<file path="config.mk">
export PLATFORM = sky130hd
export DESIGN_NAME = wbs_decode
export DESIGN_NICKNAME = d
export VERILOG_FILES = /design/src/logic/wbs_pkg.sv /design/src/logic/wbs_decode.sv
export VERILOG_INCLUDE_DIRS = /design/src /design/src/logic
export SDC_FILE = /design/constraint.sdc
export NUM_CORES = 1
export LEC_CHECK = 0
export BUFFER_PORTS_ARGS = -buffer_cell sky130_fd_sc_hd__buf_4
export CELL_PAD_IN_SITES_DETAIL_PLACEMENT = 0
export CELL_PAD_IN_SITES_GLOBAL_PLACEMENT = 1
export CORE_MARGIN = 3
export CORE_UTILIZATION = 10
export DETAILED_ROUTE_END_ITERATION = 8
export PLACE_DENSITY = 0.95
export SLEW_MARGIN = 40
export SYNTH_ARGS = -nofsm -noshare
export SYNTH_HDL_FRONTEND = slang
export SYNTH_SLANG_ARGS = --single-unit
</file>
<file path="constraint.sdc">
create_clock -name vclk -period 1.55
set_clock_uncertainty 0.1 [all_clocks]
set_input_delay 0.155 -clock vclk [all_inputs]
set_output_delay 0.155 -clock vclk [all_outputs]
set_load 0.005 [all_outputs]
</file>
<file path="src/logic/wbs_defines.svh">
// wishbone slave subsystem parameters
// address map, ram size and display scan rate

`ifndef WBS_DEFINES_SVH
`define WBS_DEFINES_SVH

// ram word address width, 8K words of 16 bits
// the ram sits in region 0, bytes 0x0000..0x3FFF
`define WBS_MEM_AW 13

// upper 13 address bits of the i/o page
// 0xFFC0 >> 3, covers 0xFFC0..0xFFC7
// index 0 disp0, 1 disp1, 2 buttons, 3 reserved
`define WBS_IO_PAGE 13'h1FF8

// wb_clk cycles per digit step of the scan driver
// board value would be near one millisecond, small here for simulation
`define WBS_SCAN_DIV 8

// number of multiplexed seven segment digits
// digits 0..3 show display bytes, the rest stay blank
`define WBS_DIGITS 6

`endif
</file>
<file path="src/logic/wbs_pkg.sv">
// wishbone bus types shared by the slave subsystem
// request and response bundles plus the decoded address views

`include "wbs_defines.svh"

package wbs_pkg;

   // master to slave, held steady until ack
   typedef struct packed {
      logic [15:0] adr;                   // byte address
      logic [15:0] dat;                   // write data
      logic        we;                    // 1 = write
      logic [1:0]  sel;                   // byte lanes, [1] high byte
      logic        cyc;                   // bus cycle in progress
      logic        stb;                   // transfer strobe
   } wb_req_t;

   // slave to master
   typedef struct packed {
      logic [15:0] dat;                   // read data
      logic        ack;                   // transfer done
   } wb_rsp_t;

   // address seen by the memory slave
   typedef struct packed {
      logic [14-`WBS_MEM_AW:0] region;    // must be 0 for ram
      logic [`WBS_MEM_AW-1:0]  word;      // ram word index
      logic                    lane;      // byte within word
   } wb_adr_mem_t;

   // address seen by the i/o slave
   typedef struct packed {
      logic [12:0] page;                  // compared with io page
      logic [1:0]  idx;                   // register index
      logic        lane;                  // byte within word
   } wb_adr_io_t;

   // one bus address, two decodings
   typedef union packed {
      wb_adr_mem_t mem;
      wb_adr_io_t  io;
   } wb_adr_u;

endpackage

</file>
<file path="src/logic/wbs_decode.sv">
// wishbone address decoder
// selects ram or i/o slave, merges read data and acks

`timescale 1ns/100ps

`include "wbs_defines.svh"

module wbs_decode
(
   input  wbs_pkg::wb_req_t wb_req_i,     // shared master request
   input  wbs_pkg::wb_rsp_t mem_rsp_i,    // ram slave response
   input  wbs_pkg::wb_rsp_t io_rsp_i,     // i/o slave response
   output logic             mem_stb_o,    // ram slave strobe
   output logic             io_stb_o,     // i/o slave strobe
   output wbs_pkg::wb_rsp_t wb_rsp_o      // merged response to master
);

   import wbs_pkg::*;

   wb_adr_u adr;                          // address, two views
   logic    bus_act;                      // cyc and stb both high
   logic    mem_hit;                      // address in ram region
   logic    io_hit;                       // address in i/o page

   assign adr     = wb_req_i.adr;
   assign bus_act = wb_req_i.cyc & wb_req_i.stb;

   // ram view: region field zero means 0x0000..0x3FFF
   assign mem_hit = (adr.mem.region == '0);

   // i/o view: upper 13 bits against the page constant
   assign io_hit  = (adr.io.page == `WBS_IO_PAGE);

   assign mem_stb_o = bus_act & mem_hit;
   assign io_stb_o  = bus_act & io_hit;  // page lies outside region 0, no overlap

   // read data from the strobed slave only
   always_comb
   begin
      wb_rsp_o.dat = 16'h0000;            // nothing selected
      if (mem_stb_o)
      begin
         wb_rsp_o.dat = mem_rsp_i.dat;
      end
      else if (io_stb_o)
      begin
         wb_rsp_o.dat = io_rsp_i.dat;
      end
   end

   // each slave acks only under its own strobe
   // so a plain or is enough
   assign wb_rsp_o.ack = mem_rsp_i.ack | io_rsp_i.ack;

   // unmapped addresses get no ack at all
   // the master would wait forever there

endmodule

</file>
Word level (Yosys, flattened, before mapping)
Index checks and enable logic that the tools add are counted.
W data, S select, Z words.
{"block": "op_classes", "reduce_logical": 1, "n_mux": 2, "eq_ne": 1, "bitwise_logic": 4}
{"operator": "$mux W16", "count": 2}
{"operator": "$eq A13 B13 Y1 const B", "count": 1}
{"operator": "$and A1 B1 Y1", "count": 3}
{"operator": "$logic_not A2 Y1", "count": 1}
{"operator": "$or A1 B1 Y1", "count": 1}
{"block": "word_totals", "wordCells": 8, "inputBits": 71, "output_inout_bits": 19, "register_bits": 0}

Logic depth before layout (Yosys ltp)
{"block": "logic_depth", "word_depth": 4, "depth_mapped": 4}

Worst setup path after synthesis
OpenSTA, ideal clock, no wires.
{"block": "synth_timing", "kind": "input to output", "from": "input wb_req_i[26] (netlist name)", "to": "output wb_rsp_o[10] (netlist name)", "path_stages": 4, "arrival_ps": 1069, "setup_slack_ps": 226, "t_required_ps": 1295, "path_buffers": 1, "path_cell_list": "nand4b_4 nor4_4 buf_6 a22o_2"}
{"item": "start: declaration", "line": "wbs_decode.sv:10", "text": "input wbs_pkg::wb_req_t wb_req_i,"}
{"item": "end: declaration", "line": "wbs_decode.sv:15", "text": "output wbs_pkg::wb_rsp_t wb_rsp_o"}

==> key figures <==
Status
  • Status: finished clean

Floorplanning
  • Row cnt: 18
  • Starting density of the core: between 10% and 20%
  • Die Y-Extent: about 58 um
  • Die width: 58.0 um
  • Die ar.: roughly 3400 um^2
  • CORE AREA: ~2500 um^2
  • I/O Pins: 90

Synthesis
  • Most frequent cell after synthesis: a22o_2
  • Synth Area per Inst: ~10 um^2
  • Seq/Total Area, Yosys: 0%
  • Dominant cell type by area after synthesis: a22o_2
  • Syn Inst Count: 26
  • Synthesized cell area: approximately 270 um^2
  • Mapped Nets: 97
  • Yosys top cell area share: ~33%
  • Synth cell count leaders: a22o_2, a22o_1, nand4b_4
  • Ys Warns: 0
  • Synth area leaders: a22o_2, a22o_1, nand4b_4
  • Library cells used by synthesis: 11

Finish
  • FF+latch area: 0 um^2
  • Layout Nets: around 170
  • Ant diodes: 0
  • Seq cells: 0
  • FILL cells: approximately 250
  • # clk buffers: 0
  • Share of cells above drive strength 1: 89.6%
  • Syn-to-layout area delta: 209%

Routing
  • WL met3: ~360 um
  • Vias: roughly 550
  • Final WL: 1.62 mm
  • Post-route ant nets: 0
  • Iteration-0 DRC Markers: 8
  • Routed wl met2: 826 um
  • Pre-antenna DRT Iters: 3
  • DR top layer: met3
  • Average wire per standard cell: between 10 and 15 um
  • DRC viols: 0
  • Vias per cell: roughly 4.4
  • Wl on met1: about 440 um

Critical path
  • Crit start category: input pin
  • CP max FO: 7
  • Worst setup EP type: output pin
  • Crit path buf inv count: 3
  • Crit path DAT: between 1 and 1.5 ns
  • CP top delay family: simple AND/OR/NAND/NOR gates
  • Crit path kind: in -> out
  • CP Data Required Time: between 1 and 1.5 ns
  • Critical path, cell by cell: buf_4 > nand4b_4 > nor4_4 > buf_4 > a22o_1 > buf_4
  • Crit-path max cell delay: 0.35 ns
  • Cell mode on critical path: buf_4
  • Setup crit start: wb_req_i[24]
  • Slowest stage cell, crit path: nor4_4

STA
  • Minimum clock period: 1.49 ns
  • RSZ-0062 raised after global routing: yes
  • Setup Viol. Count Final: 0
  • Worst-margin pin slew: ~0.28 ns
  • Hold Slack: around 0.46 ns
  • Max Clk Rate: 672 MHz
  • Fin. max-slew vios: 0
  • Setup ws final: ~0.061 ns
  • Max_slew headroom: 81.1%
  • Crit share post-route: 96.1%
  • Final Hold Viols: 0
  • Fin Setup TNS: 0 ns

GRT
  • Initial antenna violation count: 0
  • GR Util All Layers: 8.66%
  • Global route overflow: 0
  • Vias in the first global route: 557
  • Largest net degree at the start of global routing: 11
  • Global-route wire length before repair: ~2.3 mm

Placed design
  • Post-Place Worst Slack: roughly 0.030 ns
  • PortBufs: 68
  • Final HPWL DP: 1.51 mm
  • Gp weighted congestion: about 0.66

Pwr
  • Max VDD drop: between 0.08 and 0.09 mV
  • Leak Pwr: about 0.00047 uW
  • Pwr/cell area: approximately 170 nW/um^2
  • Final Power: 140 uW

Worst hold path
  • Worst Min Path Start: mem_rsp_i[0]
  • Worst min-delay path class: in -> out
  • Hold depth: 3
  • Worst Hold End: wb_rsp_o[0]

Clock network
  • Postcts setup bufs: 0

Job
  • Max Cap Viol: 0
worst max path at each step:
stage / endpoint / slack (ns) / cells past startpoint
2_1_floorplan: wb_rsp_o[10] / 0.23 / 4
3_3_place_gp: wb_rsp_o[9] / 0.05 / 6
3_5_place_dp: wb_rsp_o[9] / 0.03 / 6
4_1_cts: wb_rsp_o[9] / 0.03 / 6
5_1_grt: wb_rsp_o[15] / -0.007 / 6
6_report: wb_rsp_o[14] / 0.06 / 6
tightest hold or removal path, stage by stage:
cell and delay (ns):
buf_4 0.07, or2_2 0.08, buf_4 0.09
placed cells by master (no fill, tap or decap):
master,instances
a22o_2,9
or2_2,1
nor3_2,1
nand4b_1,1
nand2_1,1
buf_6,1
a22o_1,7
nand3_1,1
buf_4,71
nor4_4,1
nand4b_4,2
area by class of cell:
cell class	count	area, um^2	share of cell area, %
timing repair buffer	72	544	65.1
multi-input combinational	24	254	30.4
tap	30	37.5	4.49
kinds of logic after synthesis:
group                  after synthesis  share of synthesized area [%]
buffers and inverters                2                           6.02
and+or+nand+nor                      8                           38.0
AOI/OAI and AO/OA                   16                           56.0
through the flow:
step	util, %	cells	instance area (um^2)
after detailed placement	33.0	126	832
after CTS	33.0	126	832
after global routing	33.1	126	836
after global placement	33.0	126	832
after floorplan	-	26	270
final	33.1	126	836
power breakdown:
part	leakage [uW]	switching [uW]	total [uW]	internal, uW
clock	0	0	0	0
sequential	0	0	0	0
combinational	0.000468	38.4	140	102
total	0.000468	38.4	140	102
routing by layer:
metal	GRT usage [%]	up-vias
li1	-	258
met5	0	-
met4	0	0
met3	2.00	0
met1	7.08	227
met2	20.5	68
repair_timing:
| item | CTS | global route |
|---|---|---|
| hold endpoints to repair | 0 | 0 |
| hold buffers | 0 | 0 |
| resized for setup | 0 | 1 |
| endpoints found under the setup margin | 0 | 8 |
Power figures use the tool's default switching activity.
