## src/logic/wbs_defines.svh

```systemverilog
// wishbone slave subsystem parameters
// address map, ram size and display scan rate

`ifndef WBS_DEFINES_SVH
`define WBS_DEFINES_SVH

// ram word address width, 8K words of 16 bits
// the ram sits in region 0, bytes 0x0000..0x3FFF
`define WBS_MEM_AW 13

// upper 13 address bits of the i/o page
// 0xFFC0 >> 3, covers 0xFFC0..0xFFC7
// index 0 disp0, 1 disp1, 2 buttons, 3 reserved
`define WBS_IO_PAGE 13'h1FF8

// wb_clk cycles per digit step of the scan driver
// board value would be near one millisecond, small here for simulation
`define WBS_SCAN_DIV 8

// number of multiplexed seven segment digits
// digits 0..3 show display bytes, the rest stay blank
`define WBS_DIGITS 6

`endif
```

## src/logic/wbs_pkg.sv

```systemverilog
// wishbone bus types shared by the slave subsystem
// request and response bundles plus the decoded address views

`include "wbs_defines.svh"

package wbs_pkg;

   // master to slave, held steady until ack
   typedef struct packed {
      logic [15:0] adr;                   // byte address
      logic [15:0] dat;                   // write data
      logic        we;                    // 1 = write
      logic [1:0]  sel;                   // byte lanes, [1] high byte
      logic        cyc;                   // bus cycle in progress
      logic        stb;                   // transfer strobe
   } wb_req_t;

   // slave to master
   typedef struct packed {
      logic [15:0] dat;                   // read data
      logic        ack;                   // transfer done
   } wb_rsp_t;

   // address seen by the memory slave
   typedef struct packed {
      logic [14-`WBS_MEM_AW:0] region;    // must be 0 for ram
      logic [`WBS_MEM_AW-1:0]  word;      // ram word index
      logic                    lane;      // byte within word
   } wb_adr_mem_t;

   // address seen by the i/o slave
   typedef struct packed {
      logic [12:0] page;                  // compared with io page
      logic [1:0]  idx;                   // register index
      logic        lane;                  // byte within word
   } wb_adr_io_t;

   // one bus address, two decodings
   typedef union packed {
      wb_adr_mem_t mem;
      wb_adr_io_t  io;
   } wb_adr_u;

endpackage

```

## src/logic/wbs_io_regs.sv

```systemverilog
// wishbone i/o slave, two display registers and a button port
// also drives the six digit seven segment scan

`timescale 1ns/100ps

`include "wbs_defines.svh"

module wbs_io_regs
(
   input  logic                   wb_clk,    // bus clock
   input  logic                   rst_n_i,   // async reset, active low
   input  wbs_pkg::wb_req_t       wb_req_i,  // shared master request
   input  logic                   stb_i,     // decoded strobe, includes cyc
   input  logic [3:0]             btn_i,     // push buttons
   output wbs_pkg::wb_rsp_t       wb_rsp_o,  // data and ack to decoder
   output logic [7:0]             hex_o,     // segment pattern, active low
   output logic [`WBS_DIGITS-1:0] hsel_o     // digit select, one cold
);

   localparam int presc_w = $clog2(`WBS_SCAN_DIV);
   localparam int idx_w   = $clog2(`WBS_DIGITS);
   localparam logic [presc_w-1:0]     presc_last = presc_w'(`WBS_SCAN_DIV - 1);
   localparam logic [idx_w-1:0]       idx_top    = idx_w'(`WBS_DIGITS - 1);
   localparam logic [`WBS_DIGITS-1:0] digit_one  = 1;

   logic [15:0]        disp0;             // display register 0
   logic [15:0]        disp1;             // display register 1
   logic               ack;               // registered ack pulse
   logic               wr_en;             // write on the ack edge
   logic [1:0]         reg_idx;           // register index
   logic [presc_w-1:0] presc;             // scan prescaler
   logic               tick;              // last prescaler count
   logic [idx_w-1:0]   scan_idx;          // current digit

   assign reg_idx = wb_req_i.adr[2:1];
   assign wr_en   = stb_i & wb_req_i.we & ~ack;

   // single ack pulse one clock after stb, then registers
   always_ff @(posedge wb_clk or negedge rst_n_i)
   begin
      if (!rst_n_i)
      begin
         ack   <= 1'b0;
         disp0 <= 16'h0000;
         disp1 <= 16'h0000;
      end
      else
      begin
         ack <= stb_i & ~ack;             // drops in the held cycle
         if (wr_en && reg_idx == 2'd0) disp0 <= wb_req_i.dat;  // whole word
         if (wr_en && reg_idx == 2'd1) disp1 <= wb_req_i.dat;
         // index 2 is read only, 3 has nothing
      end
   end

   // read mux, valid while the address is held
   always_comb
   begin
      case (reg_idx)
         2'd0:    wb_rsp_o.dat = disp0;
         2'd1:    wb_rsp_o.dat = disp1;
         2'd2:    wb_rsp_o.dat = {12'h000, btn_i};  // buttons in low nibble
         default: wb_rsp_o.dat = 16'h0000;
      endcase
   end
   assign wb_rsp_o.ack = ack;

   assign tick = (presc == presc_last);

   // prescaler 0..div-1, digit index steps down and wraps
   always_ff @(posedge wb_clk or negedge rst_n_i)
   begin
      if (!rst_n_i)
      begin
         presc    <= '0;
         scan_idx <= '0;
      end
      else
      begin
         presc <= tick ? '0 : presc + 1'b1;
         if (tick)
         begin
            scan_idx <= (scan_idx == '0) ? idx_top : scan_idx - 1'b1;
         end
      end
   end

   // segments are active low, hence the inversion
   always_comb
   begin
      case (scan_idx)
         3'd0:    hex_o = ~disp0[7:0];
         3'd1:    hex_o = ~disp0[15:8];
         3'd2:    hex_o = ~disp1[7:0];
         3'd3:    hex_o = ~disp1[15:8];
         default: hex_o = 8'hFF;          // blank digits
      endcase
   end

   assign hsel_o = ~(digit_one << scan_idx);   // low only at the current digit

endmodule

```

## config.mk

```make
export PLATFORM = sky130hd
export DESIGN_NAME = wbs_io_regs
export DESIGN_NICKNAME = d
export VERILOG_FILES = /design/src/logic/wbs_pkg.sv /design/src/logic/wbs_io_regs.sv
export VERILOG_INCLUDE_DIRS = /design/src /design/src/logic
export SDC_FILE = /design/constraint.sdc
export NUM_CORES = 1
export LEC_CHECK = 0
export BUFFER_PORTS_ARGS = -buffer_cell sky130_fd_sc_hd__buf_2
export CORE_MARGIN = 3
export CORE_UTILIZATION = 53
export DETAILED_ROUTE_END_ITERATION = 7
export GPL_TIMING_DRIVEN = 1
export PLACE_DENSITY = 0.8
export RECOVER_POWER = 50
export SYNTH_ARGS = -nofsm -noshare
export SYNTH_HDL_FRONTEND = slang
export SYNTH_SLANG_ARGS = --single-unit
```

## constraint.sdc

```tcl
create_clock -name wb_clk -period 2.75 [get_ports wb_clk]
set_input_delay 0.275 -clock wb_clk [delete_from_list [all_inputs] [get_ports wb_clk]]
set_output_delay 0.275 -clock wb_clk [all_outputs]
set_load 0.05 [all_outputs]
```

; ---- Word level (Yosys, flattened, before mapping)
; Cells that the tools add are included.
[totals]
register_bits = 39
latch_bits = 0
mem_bits_rw = 0
mem_bits_ro = 0
in_bits = 44
output_inout_bits = 31
memories = 0
[op_classes]
add_sub_neg = 2
mul = 0
n_div = 0
magnitude_cmp = 0
eq_ne = 6
shift = 1
muxes = 4
bitwise = 9
n_reduce_logical = 4
[op_table]
columns = cell, count
row1 = one-hot mux 16 bit (3 select lines), 1
row2 = NOT 8 bit, 4
row3 = one-hot mux 8 bit (4 select lines), 1
row4 = "equality test 3 x 2 -> 1 bit, second input constant", 2
row5 = 2-to-1 mux 3 bit, 2
row6 = NOT 6 bit, 1
row7 = "<< shifter 1 x 3 -> 6 bit, first input constant", 1
row8 = "adder 3 x 1 -> 3 bit, second input constant", 1
row9 = AND 1 bit, 3
row10 = "equality test 3 x 1 -> 1 bit, second input constant", 1
row11 = "equality test 3 bit, second input constant", 1
row12 = zero test 3 bit, 1
row13 = "subtractor 3 x 1 -> 3 bit, second input constant", 1
row14 = "equality test 2 x 1 -> 1 bit, second input constant", 1
row15 = "equality test 2 bit, second input constant", 1
row16 = logical AND 1 bit, 2
row17 = zero test 2 bit, 1
row18 = NOT 1 bit, 1

; ---- Logic depth before layout (Yosys ltp)
[depth]
word_depth = 3
ltp_mapped = 6

; ---- Least setup slack after synthesis
; Ideal clock, no wire load.
[synth_path]
kind = input to output
startpoint = input wb_req_i[22] (netlist name)
endpoint = output wb_rsp_o[1] (netlist name)
arrival_ns = 1.703
t_required_ns = 2.475
slack_ns = 0.772
stages = 3
path_buffers = 2
cell_sequence = buf_6 > buf_2 > o21ai_0
[synth_rtl]
columns = item, line_no
row1 = "start, declared", wbs_io_regs.sv:12  ; input wbs_pkg::wb_req_t wb_req_i,
row2 = "end, declared", wbs_io_regs.sv:15  ; output wbs_pkg::wb_rsp_t wb_rsp_o,

; ---- Worst setup path in the final report
[layout_path]
startpoint = register scan_idx[0]
endpoint = output hex_o[0]
[layout_between]
elab_chain_cells = 2
elab_cells_between_ends = 5
[layout_lines]
columns = item, line_no
row1 = "start, declared", wbs_io_regs.sv:33  ; logic [idx_w-1:0] scan_idx;
row2 = "start signal, assigned", wbs_io_regs.sv:83  ; scan_idx <= (scan_idx == '0) ? idx_top : scan_idx - 1'b1;
row3 = equality test 3 x 2 -> 1 bit (tied with other cells), wbs_io_regs.sv:91  ; case (scan_idx)
row4 = one-hot mux 8 bit (4 select lines) *, wbs_io_regs.sv:91
row5 = "end, declared", wbs_io_regs.sv:16  ; output logic [7:0] hex_o,
; Mark *: on every way between the ends. The rest lies on a longest branch, timed or not.

==> metrics.md <==
| Metric | Value |
|---|---|
| Pwr dens | `757 mW/mm2` |
| Final Cell Area | `0.00244 mm2` |
| Area leader, netlist | `dfrtp_1` |
| Wire per inst | `16.9 um` |
| Grt ovf | `0` |
| CTS Buf Count | `5` |
| Distinct cell type count after synthesis | `25` |
| TNS Setup | `0 ps` |
| Reg-to-reg critical path endpoint | `disp0[8]` |
| Min Tclk post-route | `approximately 2300 ps` |
| Mean Syn Cell Area | `13.4 um2` |
| Yosys reg bits | `39` |
| Worst min-delay path class | `in2reg` |
| Largest stage delay, worst path | `roughly 820 ps` |
| Crit-path max FO | `16` |
| Non-Filler Instances | `~260` |
| H-tree depth | `2` |
| Most numerous cell in the Yosys netlist | `dfrtp_1` |
| Pin count of the biggest net entering global routing | `40` |
| CP max-delay cell | `dfrtp_1` |
| Clock transition at path regs | `70 ps` |
| Max Cap Violations | `1` |
| Crit path buffers/inverters | `1` |
| Row count | `22` |
| Die Width | `69.0 um` |
| Final hold violation count | `0` |
| Root Driver | `clkbuf_8` |
| Vias per std cell | `5.55` |
| CTS sink count | `39` |
| Number of synthesized flops with an enable pin | `0` |
| Yosys top cell area share | `46.3%` |
| Post-CTS sizing | `0` |
| Reg2Reg Setup Slack | `around 1200 ps` |
| First-pass GRT wire length | `roughly 7300 um` |
| Ant diodes | `0` |
| Area of the die | `0.00477 mm2` |
| Post-CTS setup buffers | `0` |
| Critical path capture point type | `primary output` |
| Share of cells above drive strength 1 | `47.8%` |
| Critical R2R Launch | `ack` |
| Fin. max-slew vios | `40` |
| Worst-margin pin slew | `2050 ps` |
| Total track usage | `about a fifth` |
| CTS tree | `built` |
| DR iter-0 viols | `57` |
| Sw Share | `between 30% and 40%` |
| DR pass1 iterations | `4` |
| RSZ-0062 raised after global routing | `false` |
| Core area | `0.00374 mm2` |
| Hold slack | `224 ps` |
| DP Cell Count | `about 250` |
| Cts hold-fix bufs | `0` |
| Hold path cells | `2` |
| Failing checks | `capacitance limit, slew limit` |
| Worst skew pair latency | `290 ps` |
| Final WL | `~4300 um` |
| Max_slew headroom | `-36.9%` |
| Final nets | `~250` |
| F_max | `around 430 MHz` |
| Family with the most delay on the worst path | `flip-flops` |
| Vias | `about 1,400` |
| Startpoint types | `flip-flop` |
| Final setup vio count | `0` |
| Largest cells by area after synthesis | `dfrtp_1 (46%), mux2_2 (12%), mux4_2 (8.6%), mux2i_1 (7.6%), mux2_4 (7.1%)` |
| Hold path endpoint | `disp0[2]` |
| Static Leak | `1.16 nW` |
| Mapped Cells | `157` |
| Sequential area share after synthesis | `46.3%` |
| Clk buf depth | `2` |
| Worst Reg2Reg Path Length in Cells | `3` |
| Synthesized Nets | `203` |
| Number of global-route vias before repair | `between 1,000 and 1,500` |
| Chip Height | `roughly 69 um` |
| I/O pin total | `75` |
| Area Growth Syn to Fin | `15.8%` |
| Clock share of power | `24.6%` |
| Syn. warnings | `0` |
| Antenna violations before repair | `0` |
| Most common library cells after synthesis | `dfrtp_1 (39), mux2_2 (23), mux2i_1 (16)` |
| DRC | `0` |
| Placed cell areas | `~0.0023 mm2` |
| Reg power frac | `42.3%` |
| Synth Flop Type | `dfrtp_1` |
| Cell Area, Synth | `0.00211 mm2` |
| Worst Setup Path Type | `reg2out` |
| Cells along the critical path | `mux4_2 -> nand2b_1 -> buf_2` |
| Logic pwr share | `between 30% and 40%` |
| Hpwl dp | `2980 um` |
| Initial core utilization | `56.3%` |
| VDD IR max | `480 uV` |
| Int Pwr | `roughly 1.2 mW` |
| Port buffer count | `56` |
| Status | `finished with violations` |
| Fin crit share | `roughly 85%` |
| Fin Clk Skew | `~8 ps` |
| Async SR Flop Fraction | `100%` |
| Final GP Congestion | `0.731` |
| Psw | `0.651 mW` |
| Critical Path AT | `approximately 2100 ps` |
| Hold path startpoint | `wb_req_i[7]` |
| Req. time, crit path | `2480 ps` |
| Post-route ant nets | `0` |
| Final Power | `approximately 1.8 mW` |
[flip-flops by register name, indices dropped and copies added (netlist names)]
name      cells
ack           1
disp0        16
disp1        16
presc         3
scan_idx      3
[power groups by stage]
| stage | registers (mW) | clock network (mW) | logic [mW] |
|---|---|---|---|
| final | 0.781 | 0.454 | 0.611 |
| after global routing | 0.800 | 0.491 | 0.653 |
| after CTS | 0.783 | 0.465 | 0.620 |
| after detailed placement | 0.793 | 0 | 0.619 |
| after global placement | 0.777 | 0 | 0.605 |
| after floorplan | 0.760 | 0 | 0.502 |
[worst max path at each step]
stage | startpoint | to | cells past startpoint
3_3_place_gp | scan_idx[0] | hex_o[0] | 3
6_report | scan_idx[0] | hex_o[0] | 3
3_5_place_dp | scan_idx[0] | hex_o[2] | 3
4_1_cts | scan_idx[0] | hex_o[2] | 3
2_1_floorplan | wb_req_i[22] | wb_rsp_o[1] | 3
5_1_grt | scan_idx[0] | hex_o[0] | 3
[area by class of cell]
class	count	area (um2)
timing repair buffer	56	269
sequential	39	976
fill	322	1310
tap	48	60.1
clock inverter	1	30.0
multi-input combinational	105	1030
clock buffer	6	72.6
[cells by family after synthesis]
group / synth area share [%]
xor gates and xnor gates: 0.832
and+or+nand+nor: 10.4
AOI/OAI and AO/OA: 0.951
DFF: 46.3
muxes: 35.6
buffers and inverters: 4.69
adders and majority gates: 1.19
[placed cells by master, fill, tap and decap left out, drive strengths merged, types with 2 or more instances in the layout]
cell type  Yosys  routed
buf           11      47
dfrtp         39      39
mux2          33      33
nor2          15      15
mux4           8       8
ha             2       2
nor2b          3       3
o21ai          4       4
mux2i         16      16
clkbuf         2      15
nand2b         8       8
or3b           2       2
nand2          7       7
[metal layers]
metal | part of all wire, % | global-route usage (%) | wire length, um
met1 | 43 | 23.6 | 1860
met2 | 49 | 31.1 | 2110
met3 | 6.0 | 6.85 | 258
met4 | 2.2 | 9.98 | 96
met5 | 0 | 0 | 0
[metrics by stage]
stage,utilization (%),setup WS (ps)
after floorplan,-,772
after global placement,62.7,708
after detailed placement,62.7,702
after CTS,65.4,377
after global routing,65.1,278
final,65.1,415
(Power assumes the default switching activity.)
